[src/clkCtrlPkg.sv]
/*
 * clock control package
 * address map, field positions, response codes and generator widths
 */
`default_nettype none

package clkCtrlPkg;

    // bus widths
    localparam int addrWidth = 13;
    localparam int dataWidth = 32;

    // addr[12:4] of the clock-and-data space, base 0x400
    localparam logic [8:0] cAndDSpace = 9'h040;

    // register offsets inside the space
    localparam logic [3:0] regControl    = 4'h0;
    localparam logic [3:0] regCenterFreq = 4'h4;
    localparam logic [3:0] regGains      = 4'h8;
    localparam logic [3:0] regFdbkDiv    = 4'hC;

    // CONTROL field positions, source sits at bit 0
    localparam int ctrlPhaseLsb  = 8;
    localparam int ctrlOutSelBit = 24;
    localparam int ctrlResetBit  = 31;

    // GAINS / FDBK_DIV share this layout, loopGain at bit 0
    localparam int fdbkDivLsb = 16;

    // implemented bits on readback
    localparam logic [31:0] controlMask = 32'h8100_030F;
    localparam logic [31:0] gainsMask   = 32'h00FF_001F;

    // AXI response codes
    localparam logic [1:0] respOkay   = 2'b00;
    localparam logic [1:0] respSlvErr = 2'b10;

    // phase accumulator
    localparam int phaseWidth = 32;

endpackage

`default_nettype wire

[src/regBusIf.sv]
/*
 * local register bus between the AXI bridge and the register bank
 */
`default_nettype none

interface regBusIf import clkCtrlPkg::*; ();

    logic [addrWidth-1:0] addr;
    logic [dataWidth-1:0] din;
    logic [dataWidth-1:0] dout;  // combinational from addr and cs
    logic                 cs;    // one cycle per access
    logic                 wr0;   // byte lane write enables
    logic                 wr1;
    logic                 wr2;
    logic                 wr3;
    logic                 hit;   // access decoded to a defined register

    // bridge side
    modport host (
        output addr, din, cs, wr0, wr1, wr2, wr3,
        input  dout, hit
    );

    // register bank side
    modport regs (
        input  addr, din, cs, wr0, wr1, wr2, wr3,
        output dout, hit
    );

endinterface

`default_nettype wire
[src/axiLiteRegBridge.sv]
/*
 * AXI4-Lite slave bridge, one write and one read outstanding
 * turns each transaction into a single local register bus cycle
 */
`default_nettype none

module axiLiteRegBridge import clkCtrlPkg::*; (
    input  wire                   busClk,
    input  wire                   rstN,
    // write address channel
    input  wire [addrWidth-1:0]   awaddr,
    input  wire                   awvalid,
    output logic                  awready,
    // write data channel
    input  wire [dataWidth-1:0]   wdata,
    input  wire [dataWidth/8-1:0] wstrb,
    input  wire                   wvalid,
    output logic                  wready,
    // write response channel
    output logic [1:0]            bresp,
    output logic                  bvalid,
    input  wire                   bready,
    // read address channel
    input  wire [addrWidth-1:0]   araddr,
    input  wire                   arvalid,
    output logic                  arready,
    // read data channel
    output logic [dataWidth-1:0]  rdata,
    output logic [1:0]            rresp,
    output logic                  rvalid,
    input  wire                   rready,
    regBusIf.host                 bus
);

    logic                   awCap;    // write address held
    logic                   wCap;     // write data held
    logic                   arCap;    // read address held
    logic [addrWidth-1:0]   awAddrQ;
    logic [addrWidth-1:0]   arAddrQ;
    logic [dataWidth-1:0]   wDataQ;
    logic [dataWidth/8-1:0] wStrbQ;
    logic                   csQ;      // bus cycle last clock
    logic                   wrGo;
    logic                   rdGo;

    // a captured channel stays closed until its response handshake
    assign awready = !awCap;
    assign wready  = !wCap;
    assign arready = !arCap;

    // one bus cycle per transaction, never two cycles back to back
    // a read waits one cycle when a write bus cycle is due
    assign wrGo = awCap && wCap && !bvalid && !csQ;
    assign rdGo = arCap && !rvalid && !csQ && !wrGo;

    assign bus.cs   = wrGo || rdGo;
    assign bus.addr = wrGo ? awAddrQ : arAddrQ;
    assign bus.din  = wDataQ;
    assign bus.wr0  = wrGo && wStrbQ[0];
    assign bus.wr1  = wrGo && wStrbQ[1];
    assign bus.wr2  = wrGo && wStrbQ[2];
    assign bus.wr3  = wrGo && wStrbQ[3];

    // channel and response state
    always_ff @(posedge busClk) begin
        if (!rstN) begin
            awCap  <= 1'b0;
            wCap   <= 1'b0;
            arCap  <= 1'b0;
            bvalid <= 1'b0;
            rvalid <= 1'b0;
            csQ    <= 1'b0;
        end else begin
            csQ <= bus.cs;

            if (bvalid && bready) begin
                awCap  <= 1'b0;
                wCap   <= 1'b0;
                bvalid <= 1'b0;
            end else begin
                if (awvalid && awready)
                    awCap <= 1'b1;
                if (wvalid && wready)
                    wCap <= 1'b1;
                if (wrGo)
                    bvalid <= 1'b1;  // one cycle after the register write
            end

            if (rvalid && rready) begin
                arCap  <= 1'b0;
                rvalid <= 1'b0;
            end else begin
                if (arvalid && arready)
                    arCap <= 1'b1;
                if (rdGo)
                    rvalid <= 1'b1;
            end
        end
    end

    // captured payload and responses
    always_ff @(posedge busClk) begin
        if (awvalid && awready)
            awAddrQ <= awaddr;
        if (wvalid && wready) begin
            wDataQ <= wdata;
            wStrbQ <= wstrb;
        end
        if (arvalid && arready)
            arAddrQ <= araddr;
        if (wrGo)
            bresp <= bus.hit ? respOkay : respSlvErr;
        if (rdGo) begin
            rdata <= bus.hit ? bus.dout : '0;  // misses read zero
            rresp <= bus.hit ? respOkay : respSlvErr;
        end
    end

    // responses wait for the host
    bHold: assert property (@(posedge busClk) disable iff (!rstN)
        bvalid && !bready |=> bvalid && $stable(bresp))
        else $error("bvalid or bresp changed before bready");

    rHold: assert property (@(posedge busClk) disable iff (!rstN)
        rvalid && !rready |=> rvalid && $stable(rdata) && $stable(rresp))
        else $error("rvalid or read data changed before rready");

    csSingle: assert property (@(posedge busClk) disable iff (!rstN)
        bus.cs |=> !bus.cs)
        else $error("cs held for two cycles");

endmodule

`default_nettype wire

[src/clkAndDataRegs.sv]
/*
 * clock-and-data register bank
 * space decode, byte lane writes and masked readback
 */
`default_nettype none

module clkAndDataRegs import clkCtrlPkg::*; (
    input  wire                    busClk,
    input  wire                    rstN,
    regBusIf.regs                  bus,
    output logic [3:0]             source,
    output logic [1:0]             clkPhase,
    output logic                   finalOutputSelect,
    output logic                   clkReset,
    output logic [phaseWidth-1:0]  centerFreq,
    output logic [4:0]             loopGain,
    output logic [7:0]             feedbackDivider
);

    logic                 inSpace;
    logic [3:0]           offset;
    logic [dataWidth-1:0] ctrlWord;
    logic [dataWidth-1:0] gainsWord;

    assign offset  = bus.addr[3:0];
    assign inSpace = bus.cs && (bus.addr[addrWidth-1:4] == cAndDSpace);

    // only the four defined offsets answer
    always_comb begin
        case (offset)
            regControl, regCenterFreq, regGains, regFdbkDiv:
                bus.hit = inSpace;
            default:
                bus.hit = 1'b0;
        endcase
    end

    always_ff @(posedge busClk) begin
        if (!rstN) begin
            source            <= '0;
            clkPhase          <= '0;
            finalOutputSelect <= 1'b0;
            clkReset          <= 1'b0;
            centerFreq        <= '0;
            loopGain          <= '0;
            feedbackDivider   <= '0;
        end else if (bus.hit) begin
            if (bus.wr0) begin
                case (offset)
                    regControl:    source           <= bus.din[3:0];
                    regCenterFreq: centerFreq[7:0]  <= bus.din[7:0];
                    regGains:      loopGain         <= bus.din[4:0];
                    default: ;
                endcase
            end
            if (bus.wr1) begin
                case (offset)
                    regControl:    clkPhase         <= bus.din[ctrlPhaseLsb +: 2];
                    regCenterFreq: centerFreq[15:8] <= bus.din[15:8];
                    default: ;
                endcase
            end
            if (bus.wr2) begin
                case (offset)
                    regCenterFreq: centerFreq[23:16] <= bus.din[23:16];
                    regFdbkDiv:    feedbackDivider   <= bus.din[fdbkDivLsb +: 8];
                    default: ;
                endcase
            end
            if (bus.wr3) begin
                case (offset)
                    regControl: begin
                        finalOutputSelect <= bus.din[ctrlOutSelBit];
                        clkReset          <= bus.din[ctrlResetBit];
                    end
                    regCenterFreq: centerFreq[31:24] <= bus.din[31:24];
                    default: ;
                endcase
            end
        end
    end

    // readback words, masked to implemented bits
    always_comb begin
        ctrlWord                     = '0;
        ctrlWord[3:0]                = source;
        ctrlWord[ctrlPhaseLsb +: 2]  = clkPhase;
        ctrlWord[ctrlOutSelBit]      = finalOutputSelect;
        ctrlWord[ctrlResetBit]       = clkReset;
        ctrlWord                     = ctrlWord & controlMask;

        gainsWord                    = '0;
        gainsWord[4:0]               = loopGain;
        gainsWord[fdbkDivLsb +: 8]   = feedbackDivider;
        gainsWord                    = gainsWord & gainsMask;
    end

    always_comb begin
        bus.dout = '0;  // misses read zero
        if (bus.hit) begin
            case (offset)
                regControl:           bus.dout = ctrlWord;
                regCenterFreq:        bus.dout = centerFreq;
                regGains, regFdbkDiv: bus.dout = gainsWord;  // same word at both
                default: ;
            endcase
        end
    end

    // write lanes only come with a bus cycle from the bridge
    wrNeedsCs: assert property (@(posedge busClk) disable iff (!rstN)
        !bus.cs |-> !(bus.wr0 || bus.wr1 || bus.wr2 || bus.wr3))
        else $error("write lane high without cs");

endmodule

`default_nettype wire

[src/clkCtrlTop.sv]
/*
 * clock control subsystem top
 * AXI4-Lite bridge, clock-and-data registers and NCO clock generator
 */
`default_nettype none

module clkCtrlTop import clkCtrlPkg::*; (
    input  wire                   busClk,
    input  wire                   rstN,
    input  wire [addrWidth-1:0]   awaddr,
    input  wire                   awvalid,
    output wire                   awready,
    input  wire [dataWidth-1:0]   wdata,
    input  wire [dataWidth/8-1:0] wstrb,
    input  wire                   wvalid,
    output wire                   wready,
    output wire [1:0]             bresp,
    output wire                   bvalid,
    input  wire                   bready,
    input  wire [addrWidth-1:0]   araddr,
    input  wire                   arvalid,
    output wire                   arready,
    output wire [dataWidth-1:0]   rdata,
    output wire [1:0]             rresp,
    output wire                   rvalid,
    input  wire                   rready,
    output wire                   clkOut,
    output wire                   ncoOut,
    output wire                   divOut,
    output wire [3:0]             source,    // to external source mux
    output wire [4:0]             loopGain   // to external loop logic
);

    wire [phaseWidth-1:0] centerFreq;
    wire [1:0]            clkPhase;
    wire                  finalOutputSelect;
    wire                  clkReset;
    wire [7:0]            feedbackDivider;

    regBusIf bus ();

    axiLiteRegBridge uBridge (
        .busClk  (busClk),
        .rstN    (rstN),
        .awaddr  (awaddr),
        .awvalid (awvalid),
        .awready (awready),
        .wdata   (wdata),
        .wstrb   (wstrb),
        .wvalid  (wvalid),
        .wready  (wready),
        .bresp   (bresp),
        .bvalid  (bvalid),
        .bready  (bready),
        .araddr  (araddr),
        .arvalid (arvalid),
        .arready (arready),
        .rdata   (rdata),
        .rresp   (rresp),
        .rvalid  (rvalid),
        .rready  (rready),
        .bus     (bus.host)
    );

    clkAndDataRegs uRegs (
        .busClk            (busClk),
        .rstN              (rstN),
        .bus               (bus.regs),
        .source            (source),
        .clkPhase          (clkPhase),
        .finalOutputSelect (finalOutputSelect),
        .clkReset          (clkReset),
        .centerFreq        (centerFreq),
        .loopGain          (loopGain),
        .feedbackDivider   (feedbackDivider)
    );

    ncoClkGen uNco (
        .busClk            (busClk),
        .rstN              (rstN),
        .centerFreq        (centerFreq),
        .clkPhase          (clkPhase),
        .clkReset          (clkReset),
        .feedbackDivider   (feedbackDivider),
        .finalOutputSelect (finalOutputSelect),
        .ncoOut            (ncoOut),
        .divOut            (divOut),
        .clkOut            (clkOut)
    );

endmodule

`default_nettype wire

[src/ncoClkGen.sv]
/*
 * numerically controlled clock generator
 * phase accumulator, quarter-cycle offset, feedback divider, output select
 */
`default_nettype none

module ncoClkGen import clkCtrlPkg::*; (
    input  wire                   busClk,
    input  wire                   rstN,
    input  wire [phaseWidth-1:0]  centerFreq,
    input  wire [1:0]             clkPhase,
    input  wire                   clkReset,
    input  wire [7:0]             feedbackDivider,
    input  wire                   finalOutputSelect,
    output logic                  ncoOut,
    output logic                  divOut,
    output logic                  clkOut
);

    logic [phaseWidth-1:0] acc;
    logic [phaseWidth-1:0] shiftedPhase;
    logic                  ncoPrev;
    logic                  ncoRise;
    logic [7:0]            riseCnt;
    logic                  divQ;

    // quarter-cycle steps land on the top two bits
    assign shiftedPhase = acc + {clkPhase, {(phaseWidth-2){1'b0}}};

    always_ff @(posedge busClk) begin
        if (!rstN || clkReset) begin
            acc <= '0;
        end else begin
            acc <= acc + centerFreq;
        end
    end

    // registered top bit, one cycle behind the accumulator
    always_ff @(posedge busClk) begin
        if (!rstN) begin
            ncoOut  <= 1'b0;
            ncoPrev <= 1'b0;
        end else begin
            ncoOut  <= shiftedPhase[phaseWidth-1];
            ncoPrev <= ncoOut;
        end
    end

    assign ncoRise = ncoOut && !ncoPrev;

    // toggle once per feedbackDivider rising edges
    always_ff @(posedge busClk) begin
        if (!rstN || clkReset) begin
            riseCnt <= '0;
            divQ    <= 1'b0;
        end else if (ncoRise && feedbackDivider != 8'd0) begin
            if (riseCnt >= feedbackDivider - 8'd1) begin
                riseCnt <= '0;
                divQ    <= !divQ;
            end else begin
                riseCnt <= riseCnt + 8'd1;
            end
        end
    end

    assign divOut = (feedbackDivider == 8'd0) ? ncoOut : divQ;  // zero bypasses
    assign clkOut = finalOutputSelect ? divOut : ncoOut;

endmodule

`default_nettype wire

[config.mk]
export PLATFORM = sky130hd
export DESIGN_NAME = clkCtrlTop
export DESIGN_NICKNAME = d
export VERILOG_FILES = /design/src/clkCtrlPkg.sv /design/src/regBusIf.sv /design/src/axiLiteRegBridge.sv /design/src/clkAndDataRegs.sv /design/src/clkCtrlTop.sv /design/src/ncoClkGen.sv
export SDC_FILE = /design/constraint.sdc
export NUM_CORES = 1
export LEC_CHECK = 0
export ABC_CLOCK_PERIOD_IN_PS = 9800
export BUFFER_PORTS_ARGS = -buffer_cell sky130_fd_sc_hd__clkbuf_2
export CAP_MARGIN = 40
export CORE_MARGIN = 1.5
export CORE_UTILIZATION = 35
export CTS_BUF_LIST = sky130_fd_sc_hd__clkbuf_8
export DETAILED_ROUTE_END_ITERATION = 8
export GPL_TIMING_DRIVEN = 0
export PLACE_DENSITY_LB_ADDON = 0.25
export SKIP_LAST_GASP = 1
export SYNTH_ARGS = -nofsm -noshare
export SYNTH_HDL_FRONTEND = slang
export SYNTH_HIERARCHICAL = 1
export SYNTH_SLANG_ARGS = --single-unit
export TNS_END_PERCENT = 10
[constraint.sdc]
create_clock -name busClk -period 9.8 [get_ports busClk]
set_input_delay 0.98 -clock busClk [delete_from_list [all_inputs] [get_ports busClk]]
set_output_delay 0.98 -clock busClk [all_outputs]
set_load 0.1 [all_outputs]
==> results.toml, run 1 <==
[clock_network]
htree_levels = 4
cts_max_path_buffers = 2
path_clk_slew_ps = 140
ctsHoldBuffers = 0
cts_tree = "yes"
cts_made_buffers = 17
cts.sinks = 198
cts_root_buf = "clkbuf_8"
ctsResizeCount = 0
postCtsSetupBuffers = 0
insertion_delay_ps = 500

[timing]
drv_slew = 0
period_minus_slack_ps = 4250
fmax_mhz = 235
fin_tns_setup_ps = 0
finalWorstSetupSlack_ps = 5550
finClkSkew_ps = 22.8
rsz0062_at_grt = "false"
max-slew-margin-rel = 0.379
setup_viol = 0
hold_viol = 0
worst_pin_slew_ps = 925
period_share = 0.434

[layout]
final_common_cell = "clkbuf_2"
antenna_cells = 0
num-fill-cells = 2568
layout_common_cells = "119 x clkbuf_2, 117 x nand2_1, 102 x dfxtp_1"
drive_gt1_frac = 0.213
area_growth_pct = 16.5
layout.nets = 1121

[floorplan]
io_pins = 122
dieArea_sq_um = 28000
start_util = 0.360
die_y_um = 167
die_x_um = 167
std_cell_rows = 59
coreArea_sq_um = 26300

[critical_path]
crit_arrival_ps = 4600
worst_r2r_path_depth = 12
cp-start-kind = "flop"
critPathKind = "reg2reg"
critPathMaxFanout = 10
crit_required_ps = 10150
crit_path_end_kind = "flop"

[min_path]
hold_depth = 2
hold_path_class = "reg2reg"

[route]
wl_mm = 22.4
wire_per_inst_um = 16.5
drc = 0
routed_via_density = 4.98
drt_iter0_markers = 465
dr.pass1.iters = 5
postRouteAntennaNets = 0
vias = 6755

[global_routing]
grt_max_degree = 28
grt_usage = 0.163
overflow = 0
antenna_found_initial = 0
grt_pass1_vias = 6645
grt_pass1_wl_mm = 35.3

[yosys]
ys_ff_latch = 198
synthArstFlopShare = 0
synth.distinct_cells = 80
synth.avg_cell_area_sq_um = 10.9
syn_inst = 865
ys_warn_count = 6
synth_edf_count = 96
synth_ff_type = "dfxtp_1"
netlist_area_sq_um = 9460
synth_seq_area_share = 0.521

[power]
power_uw = 1680
p_leak_uw = 0.00456
powerDensity_nw_per_um2 = 152
ir_worst_vdd_uv = 73.4

[placement]
routabilityCongestion = 0.860
portBuffers = 119
place_ws_ps = 5550
dp_hpwl_mm = 16.8

[status]
outcome = "complete, no violations"

[job]
maxCapViolCount = 0
-- path summary, 6_finish.rpt --
kind	start	end	slack (ps)
max	uBridge/wCap	uBridge/rdata[8]	5550
min	uRegs/centerFreq[12]	uRegs/centerFreq[12]	490
max reg2reg	uBridge/wCap	uBridge/rdata[8]	5550
min reg2reg	uRegs/centerFreq[12]	uRegs/centerFreq[12]	490
-- registers in the layout, indices dropped and copies added, names as in the netlist, 5 cells and up --
signal and flops:
uBridge/rdata 32, uRegs/feedbackDivider 8, uBridge/awAddrQ 13, uNco/acc 32
uRegs/loopGain 5, uRegs/centerFreq 32, uBridge/bus.din 32, uBridge/arAddrQ 13
uNco/riseCnt 8
-- power breakdown --
group	internal, uW	leakage, uW	switching, uW
Sequential	897	0.00173	8.83
Clock	217	0.000230	380
Combinational	39.0	0.00259	136
-- cells by family (layout without fill, tap and decap cells) --
group           count (synthesis)  in the layout  share of synthesized area
xor+xnor                       38             38                     0.0352
mux                            69             69                     0.0790
flops                         198            198                      0.521
simple gates                  325            325                      0.179
fa+ha+maj                      43             43                     0.0577
compound gates                136            136                     0.0992
buf+inv                        55            211                     0.0294
other cells                     1              2                   0.000396
-- cell type report --
class	instances	area (sq um)	area share
tap	335	419	0.0380
clock inverter	15	231	0.0210
timing repair buffer	124	662	0.0600
clock buffer	17	234	0.0212
sequential	198	4920	0.447
inverter	20	75.1	0.00681
multi-input combinational	613	4280	0.388
buffer	35	203	0.0184
-- layer usage --
layer	share of wire	up-vias	GRT usage
li1	-	3354	-
met1	0.47	3198	0.218
met2	0.47	183	0.266
met3	0.039	20	0.0286
met4	0.015	0	0.0533
met5	0	-	0
-- worst max-delay path: stages (launching register included) --
cell and delay (ps):
dfxtp_1 430, and4bb_1 230, buf_6 130, buf_12 140, mux2_4 300, or4b_1 520
buf_2 190, or3_1 450, clkbuf_1 300, clkbuf_1 320, inv_1 310, clkbuf_1 480
and2_1 280
-- synthesized netlist by cell type (6+ instances only) --
library cell | number | share of area
nand2_1 | 117 | 0.046
dfxtp_1 | 102 | 0.22
edfxtp_1 | 96 | 0.30
nor2_1 | 70 | 0.028
and2_1 | 56 | 0.037
mux2i_1 | 54 | 0.057
ha_1 | 42 | 0.056
a21oi_1 | 37 | 0.020
xnor2_1 | 23 | 0.021
clkbuf_1 | 22 | 0.0087
inv_1 | 20 | 0.0079
o21ai_0 | 17 | 0.0090
xor2_1 | 15 | 0.014
nand3_1 | 14 | 0.0074
a21o_1 | 13 | 0.010
a22oi_1 | 13 | 0.010
mux2_4 | 10 | 0.016
o21bai_1 | 10 | 0.0079
nand4_1 | 7 | 0.0046
nor2b_1 | 7 | 0.0046
o21a_1 | 7 | 0.0056
buf_4 | 6 | 0.0048
-- stage by stage --
step                utilization  hold slack, ps  instance area (sq um)  cells
floorplan                     -             451                   9460    866
CTS                       0.419             489                  11000   1357
finish                    0.419             486                  11000   1357
detailed placement        0.402             471                  10600   1325
global route              0.419             504                  11000   1357
global placement          0.399             461                  10500   1320
Power figures use the tool's default switching activity.
==> run 2: changes to the inputs <==
--- a/config.mk
+++ b/config.mk
@@ -5,7 +5,7 @@
 export SDC_FILE = /design/constraint.sdc
 export NUM_CORES = 1
 export LEC_CHECK = 0
-export ABC_CLOCK_PERIOD_IN_PS = 9800
+export ABC_CLOCK_PERIOD_IN_PS = 3600
 export BUFFER_PORTS_ARGS = -buffer_cell sky130_fd_sc_hd__clkbuf_2
 export CAP_MARGIN = 40
 export CORE_MARGIN = 1.5
==> constraint.sdc (replaced) <==
create_clock -name busClk -period 3.6 [get_ports busClk]
set_input_delay 0.36 -clock busClk [delete_from_list [all_inputs] [get_ports busClk]]
set_output_delay 0.36 -clock busClk [all_outputs]
set_load 0.1 [all_outputs]
==> run 2 against run 1 <==
Compared with the run above: routed wire length increased by 1.0%; critical endpoint is now uBridge/rdata[9]; combinational power grew to 2.8 times the previous value; non-clock buffer count rose by 28; maximum frequency is 21% higher; largest power group unchanged; count of clock-buffer cells in the layout stayed put; flip-flop and latch count is the same; clock power rose to 2.7 times the previous value; register-to-register slack got worse by 5500 ps; core utilization is 1.0 points higher; worst hold slack lost 460 ps; first-iteration DRC count is 14% lower; sequential power increased to 2.7 times the previous value.
==> results.toml, run 2 (synthesized netlist as in run 1, its figures left out) <==
[critical_path]
cp-start-kind = "flop"
crit_path_end_kind = "flop"
crit_required_ps = 3960
cp_top_family = "simple AND/OR/NAND/NOR gates"
crit_arrival_ps = 3890
timing.rr.start = "uBridge/wCap"
critPathMaxFanout = 19
reg2reg_slack_ps = 80
slowest_delay_ps = 520
regToRegEndpoint = "uBridge/rdata[9]"
path_buf_inv = 6
worst_r2r_path_depth = 11
cp_slowest_cell = "or4b_1"
critPathKind = "reg2reg"
crit_path_cell_trace = "and4bb_1 -> buf_6 -> buf_12 -> mux2_4 -> or4b_1 -> buf_2 -> or3_1 -> clkbuf_4 -> inv_2 -> clkbuf_2 -> and2_1"

[layout]
layout.nets = 1149
final_common_cell = "clkbuf_2"
drive_gt1_frac = 0.218
layout_common_cells = "121 x clkbuf_2, 117 x nand2_1, 101 x dfxtp_1"
instances_no_fill = 1385
post-route-util = 0.430
area_growth_pct = 19.4
antenna_cells = 0

[clock_network]
path_clk_slew_ps = 140
cts_made_buffers = 17
insertion_delay_ps = 510
cts.sinks = 198
htree_levels = 4
cts_tree = "yes"
cts_root_buf = "clkbuf_8"
cts_max_path_buffers = 2

[global_routing]
antenna_found_initial = 0
grt_pass1_vias = 6665
grt_usage = 0.164
grt_pass1_wl_mm = 35.6
grt_max_degree = 27
overflow = 0

[timing]
period_minus_slack_ps = 3520
worst_pin_slew_ps = 860
rsz0062_at_grt = "true"
fmax_mhz = 284
drv_slew = 0
period_share = 0.978
finClkSkew_ps = 27.0
finalWorstSetupSlack_ps = 78.7
hold_slack_ps = 27.5
setup_viol = 0
max-slew-margin-rel = 0.422
hold_viol = 0

[route]
drc = 0
routed_via_density = 4.93
postRouteAntennaNets = 0
wire_per_inst_um = 16.4
dr.pass1.iters = 5
vias = 6826
wl_mm = 22.7
drt_iter0_markers = 401

[job]
maxCapViolCount = 0

[floorplan]
start_util = 0.360
die_x_um = 167
coreArea_sq_um = 26300
dieArea_sq_um = 28000
std_cell_rows = 59
io_pins = 122
die_y_um = 167

[min_path]
min_from = "wstrb[0]"
hold_depth = 1
holdPathEnd = "uBridge/wStrbQ[0]"
hold_path_class = "in2reg"

[placement]
place_ws_ps = -666
dp_hpwl_mm = 16.7
dp.cells = 1325
routabilityCongestion = 0.847
portBuffers = 119

[power]
p_leak_uw = 0.00469
power_uw = 4560
ir_worst_vdd_uv = 194
powerDensity_nw_per_um2 = 404

[status]
outcome = "complete, no violations"
run 2: cell count changes in the layout (fill, tap and decap cells not counted), sizes merged:
cell / delta
inv: -1
dlygate4sd3: +24
buf: +6
clkinv: +1
clkbuf: -2
run 2: area by class of cell:
cell class,count,area [sq um]
Clock inverter,15,218
Fill cell,2547,15000
Multi-Input combinational cell,613,4280
Clock buffer,17,234
Timing Repair Buffer,153,936
Buffer,34,206
Sequential cell,198,4930
Inverter,20,75.1
Tap cell,335,419
run 2: power breakdown:
group          switching (uW)  leakage [uW]  internal, uW  total [uW]
sequential               25.3       0.00173          2440        2470
clock                    1020      0.000223           576        1600
combinational             373       0.00273           122         496
total                    1420       0.00469          3140        4560
run 2: worst max path at each step:
stage | startpoint | end | slack [ps] | cells after the start
after CTS | uBridge/wCap | uBridge/rdata[15] | -70 | 10
after detailed placement | uBridge/wCap | uBridge/rdata[9] | -670 | 12
after floorplan | uBridge/bvalid | uBridge/bresp[1] | 10 | 12
after global placement | uBridge/csQ | uBridge/rdata[9] | -590 | 12
final | uBridge/wCap | uBridge/rdata[9] | 80 | 11
after global routing | uBridge/wCap | uBridge/rdata[9] | -100 | 11
run 2: timing repair:
| item | CTS | global route |
|---|---|---|
| setup buffers | 0 | 5 |
| resized for setup | 6 | 1 |
| hold buffers | 18 | 6 |
| hold endpoints to repair | 18 | 6 |
| pin swaps | 0 | 0 |
| endpoints found under the setup margin | 34 | 53 |
run 2: through the flow:
step / area, sq um / setup TNS (ps)
2_1_floorplan: 9460 / 0
3_3_place_gp: 10500 / -29650
3_5_place_dp: 10600 / -16100
4_1_cts: 11200 / -192
5_1_grt: 11300 / -618
6_report: 11300 / 0
run 2: routing by layer:
metal  share of wire  GRT usage  vias up
li1                -          -     3417
met1            0.48      0.221     3226
met2            0.46      0.268      160
met3           0.042     0.0281       23
met4           0.019     0.0525        0
met5               0          0        -
==> run 3: changes to the inputs <==
--- a/config.mk
+++ b/config.mk
@@ -8,7 +8,7 @@
 export ABC_CLOCK_PERIOD_IN_PS = 3600
 export BUFFER_PORTS_ARGS = -buffer_cell sky130_fd_sc_hd__clkbuf_2
 export CAP_MARGIN = 40
-export CORE_MARGIN = 1.5
+export CORE_MARGIN = 2
 export CORE_UTILIZATION = 35
 export CTS_BUF_LIST = sky130_fd_sc_hd__clkbuf_8
 export DETAILED_ROUTE_END_ITERATION = 8
@@ -17,6 +17,5 @@
 export SKIP_LAST_GASP = 1
 export SYNTH_ARGS = -nofsm -noshare
 export SYNTH_HDL_FRONTEND = slang
-export SYNTH_HIERARCHICAL = 1
 export SYNTH_SLANG_ARGS = --single-unit
 export TNS_END_PERCENT = 10
==> constraint.sdc (replaced) <==
create_clock -name busClk -period 3.6 [get_ports busClk]
set_input_delay 0.72 -clock busClk [delete_from_list [all_inputs] [get_ports busClk]]
set_output_delay 0.72 -clock busClk [all_outputs]
set_load 0.1 [all_outputs]
==> run 3 against run 2 <==
Compared with the run above: sequential power hardly changed; routed wire length is 0.11% lower; synthesized cell count is 3.9% lower; critical path type is now reg2out; largest power group unchanged.
==> results.toml, run 3 <==
[timing]
fmax_mhz = 290
hold_viol = 0
worst_pin_slew_ps = 706
max-slew-margin-rel = 0.526
finClkSkew_ps = 25.3
finalWorstSetupSlack_ps = 149
rsz0062_at_grt = "false"
drv_slew = 0
period_minus_slack_ps = 3450
period_share = 0.959
setup_viol = 0

[floorplan]
std_cell_rows = 59
die_y_um = 166
start_util = 0.355
io_pins = 122
die_x_um = 166
dieArea_sq_um = 27600
coreArea_sq_um = 25900

[placement]
dp_hpwl_mm = 17.0
place_area_sq_um = 10300
portBuffers = 119
place_ws_ps = 687
dp.cells = 1292
routabilityCongestion = 0.919

[global_routing]
grt_pass1_vias = 6637
grt_pass1_wl_mm = 36.3
overflow = 0
antenna_found_initial = 1
grt_max_degree = 25
grt_usage = 0.168

[layout]
layout.nets = 1088
fin_area_sq_um = 10800
regArea_sq_um = 4920
area_growth_pct = 17.0
num-fill-cells = 2540
drive_gt1_frac = 0.199
layout_common_cells = "122 x clkbuf_2, 102 x dfxtp_1, 96 x edfxtp_1"
final_common_cell = "clkbuf_2"
instances_no_fill = 1325
multi_input_area_sq_um = 4080

[route]
routed_via_density = 5.02
vias = 6653
drc = 0
wire_per_inst_um = 17.1
wl_mm = 22.6
postRouteAntennaNets = 0
drt_iter0_markers = 412
dr.pass1.iters = 5

[yosys]
synth.distinct_cells = 79
synth_edf_count = 96
synth.avg_cell_area_sq_um = 11.1
yosysTopAreaCellShare = 0.313
synthArstFlopShare = 0
synthMostInstantiatedCell = "dfxtp_1"
netlist_area_sq_um = 9210
ys_ff_latch = 198
yosys-top-cells-count = "102 x dfxtp_1, 96 x edfxtp_1, 62 x nor2_1, 56 x nand2_1"
synth_area_leader_cell = "edfxtp_1"
ys_warn_count = 0
synth_top_cells_by_area = "edfxtp_1 31%, dfxtp_1 22%, ha_1 5.7%"
synth_seq_area_share = 0.535
synth_ff_type = "dfxtp_1"
syn_inst = 831

[critical_path]
crit_path_end_kind = "output port"
crit_arrival_ps = 2730
critPathKind = "reg2out"
cp-start-kind = "flop"
crit_required_ps = 2880
critPathMaxFanout = 6

[power]
p_leak_uw = 0.00449
ir_worst_vdd_uv = 259
powerDensity_nw_per_um2 = 418

[clock_network]
ctsHoldBuffers = 0
ctsResizeCount = 0
path_clk_slew_ps = 140
cts.sinks = 198
htree_levels = 4
cts_root_buf = "clkbuf_8"
postCtsSetupBuffers = 0
cts_tree = "yes"
cts_max_path_buffers = 2
insertion_delay_ps = 520
cts_made_buffers = 17

[min_path]
hold_path_class = "in2reg"

[job]
maxCapViolCount = 0

[status]
outcome = "complete, no violations"
-- run 3: cell types whose count changed in the layout (fill, tap and decap cells not counted), moves of 7 or more --
cell	previous run	this run
nand2_1	117	56
nor2b_1	6	48
and2_1	56	22
dlygate4sd3_1	24	0
nor3_1	5	27
nand3_1	14	25
o21ai_0	17	28
a21boi_0	1	11
mux2_4	10	0
a21o_1	13	5
nor2_1	69	62
-- run 3: logic make-up after synthesis --
family / Yosys count / share of synthesized area
buf+inv: 47 / 0.0242
other cells: 1 / 0.000407
compound gates: 158 / 0.116
xor+xnor: 31 / 0.0295
mux: 53 / 0.0606
fa+ha+maj: 43 / 0.0592
flops: 198 / 0.535
simple gates: 300 / 0.176
-- run 3: cell type report --
type,instances,share of cell area
inverters,16,0.00557
well taps,335,0.0389
plain buffers,31,0.0151
repair buffers,125,0.0623
diodes,1,0.000232
clock buffers,17,0.0217
flip-flops and latches,198,0.457
clock inverters,15,0.0207
multi-input cells,587,0.379
-- run 3: routing by layer --
layer / up-vias / track usage / routed length [um]
met5: - / 0 / 0
met4: 0 / 0.0660 / 454
met3: 29 / 0.0329 / 1000
met2: 147 / 0.257 / 10200
met1: 3163 / 0.235 / 11000
li1: 3314 / - / -
-- run 3: worst paths after layout --
check	to	depth (start not counted)	startpoint	slack [ps]
hold reg to reg	uNco.divQ	2	uNco.divQ	500
setup reg to reg	uBridge.rdata[14]	9	uBridge.csQ	860
setup / recovery	clkOut	5	uRegs.feedbackDivider[2]	150
hold / removal	uBridge.arAddrQ[10]	1	araddr[10]	370
-- run 3: critical path, cell delays in order (launching register included) --
cell and delay (ps):
dfxtp_1 400, or4_4 570, nor3_1 250, mux2_2 370
mux2_2 260, clkbuf_2 370
-- run 3: through the flow --
stage	util	hold slack [ps]	power [uW]	TNS (ps)
floorplan	-	453	2820	0
global placement	0.395	466	2940	-36590
detailed placement	0.398	477	2960	0
CTS	0.416	340	4560	0
global route	0.416	326	4670	0
finish	0.416	366	4500	0
-- run 3: where the power goes --
group	switching [uW]	internal, uW	total (uW)
clock network	1020	579	1600
logic	331	96.2	427
registers	32.0	2440	2480
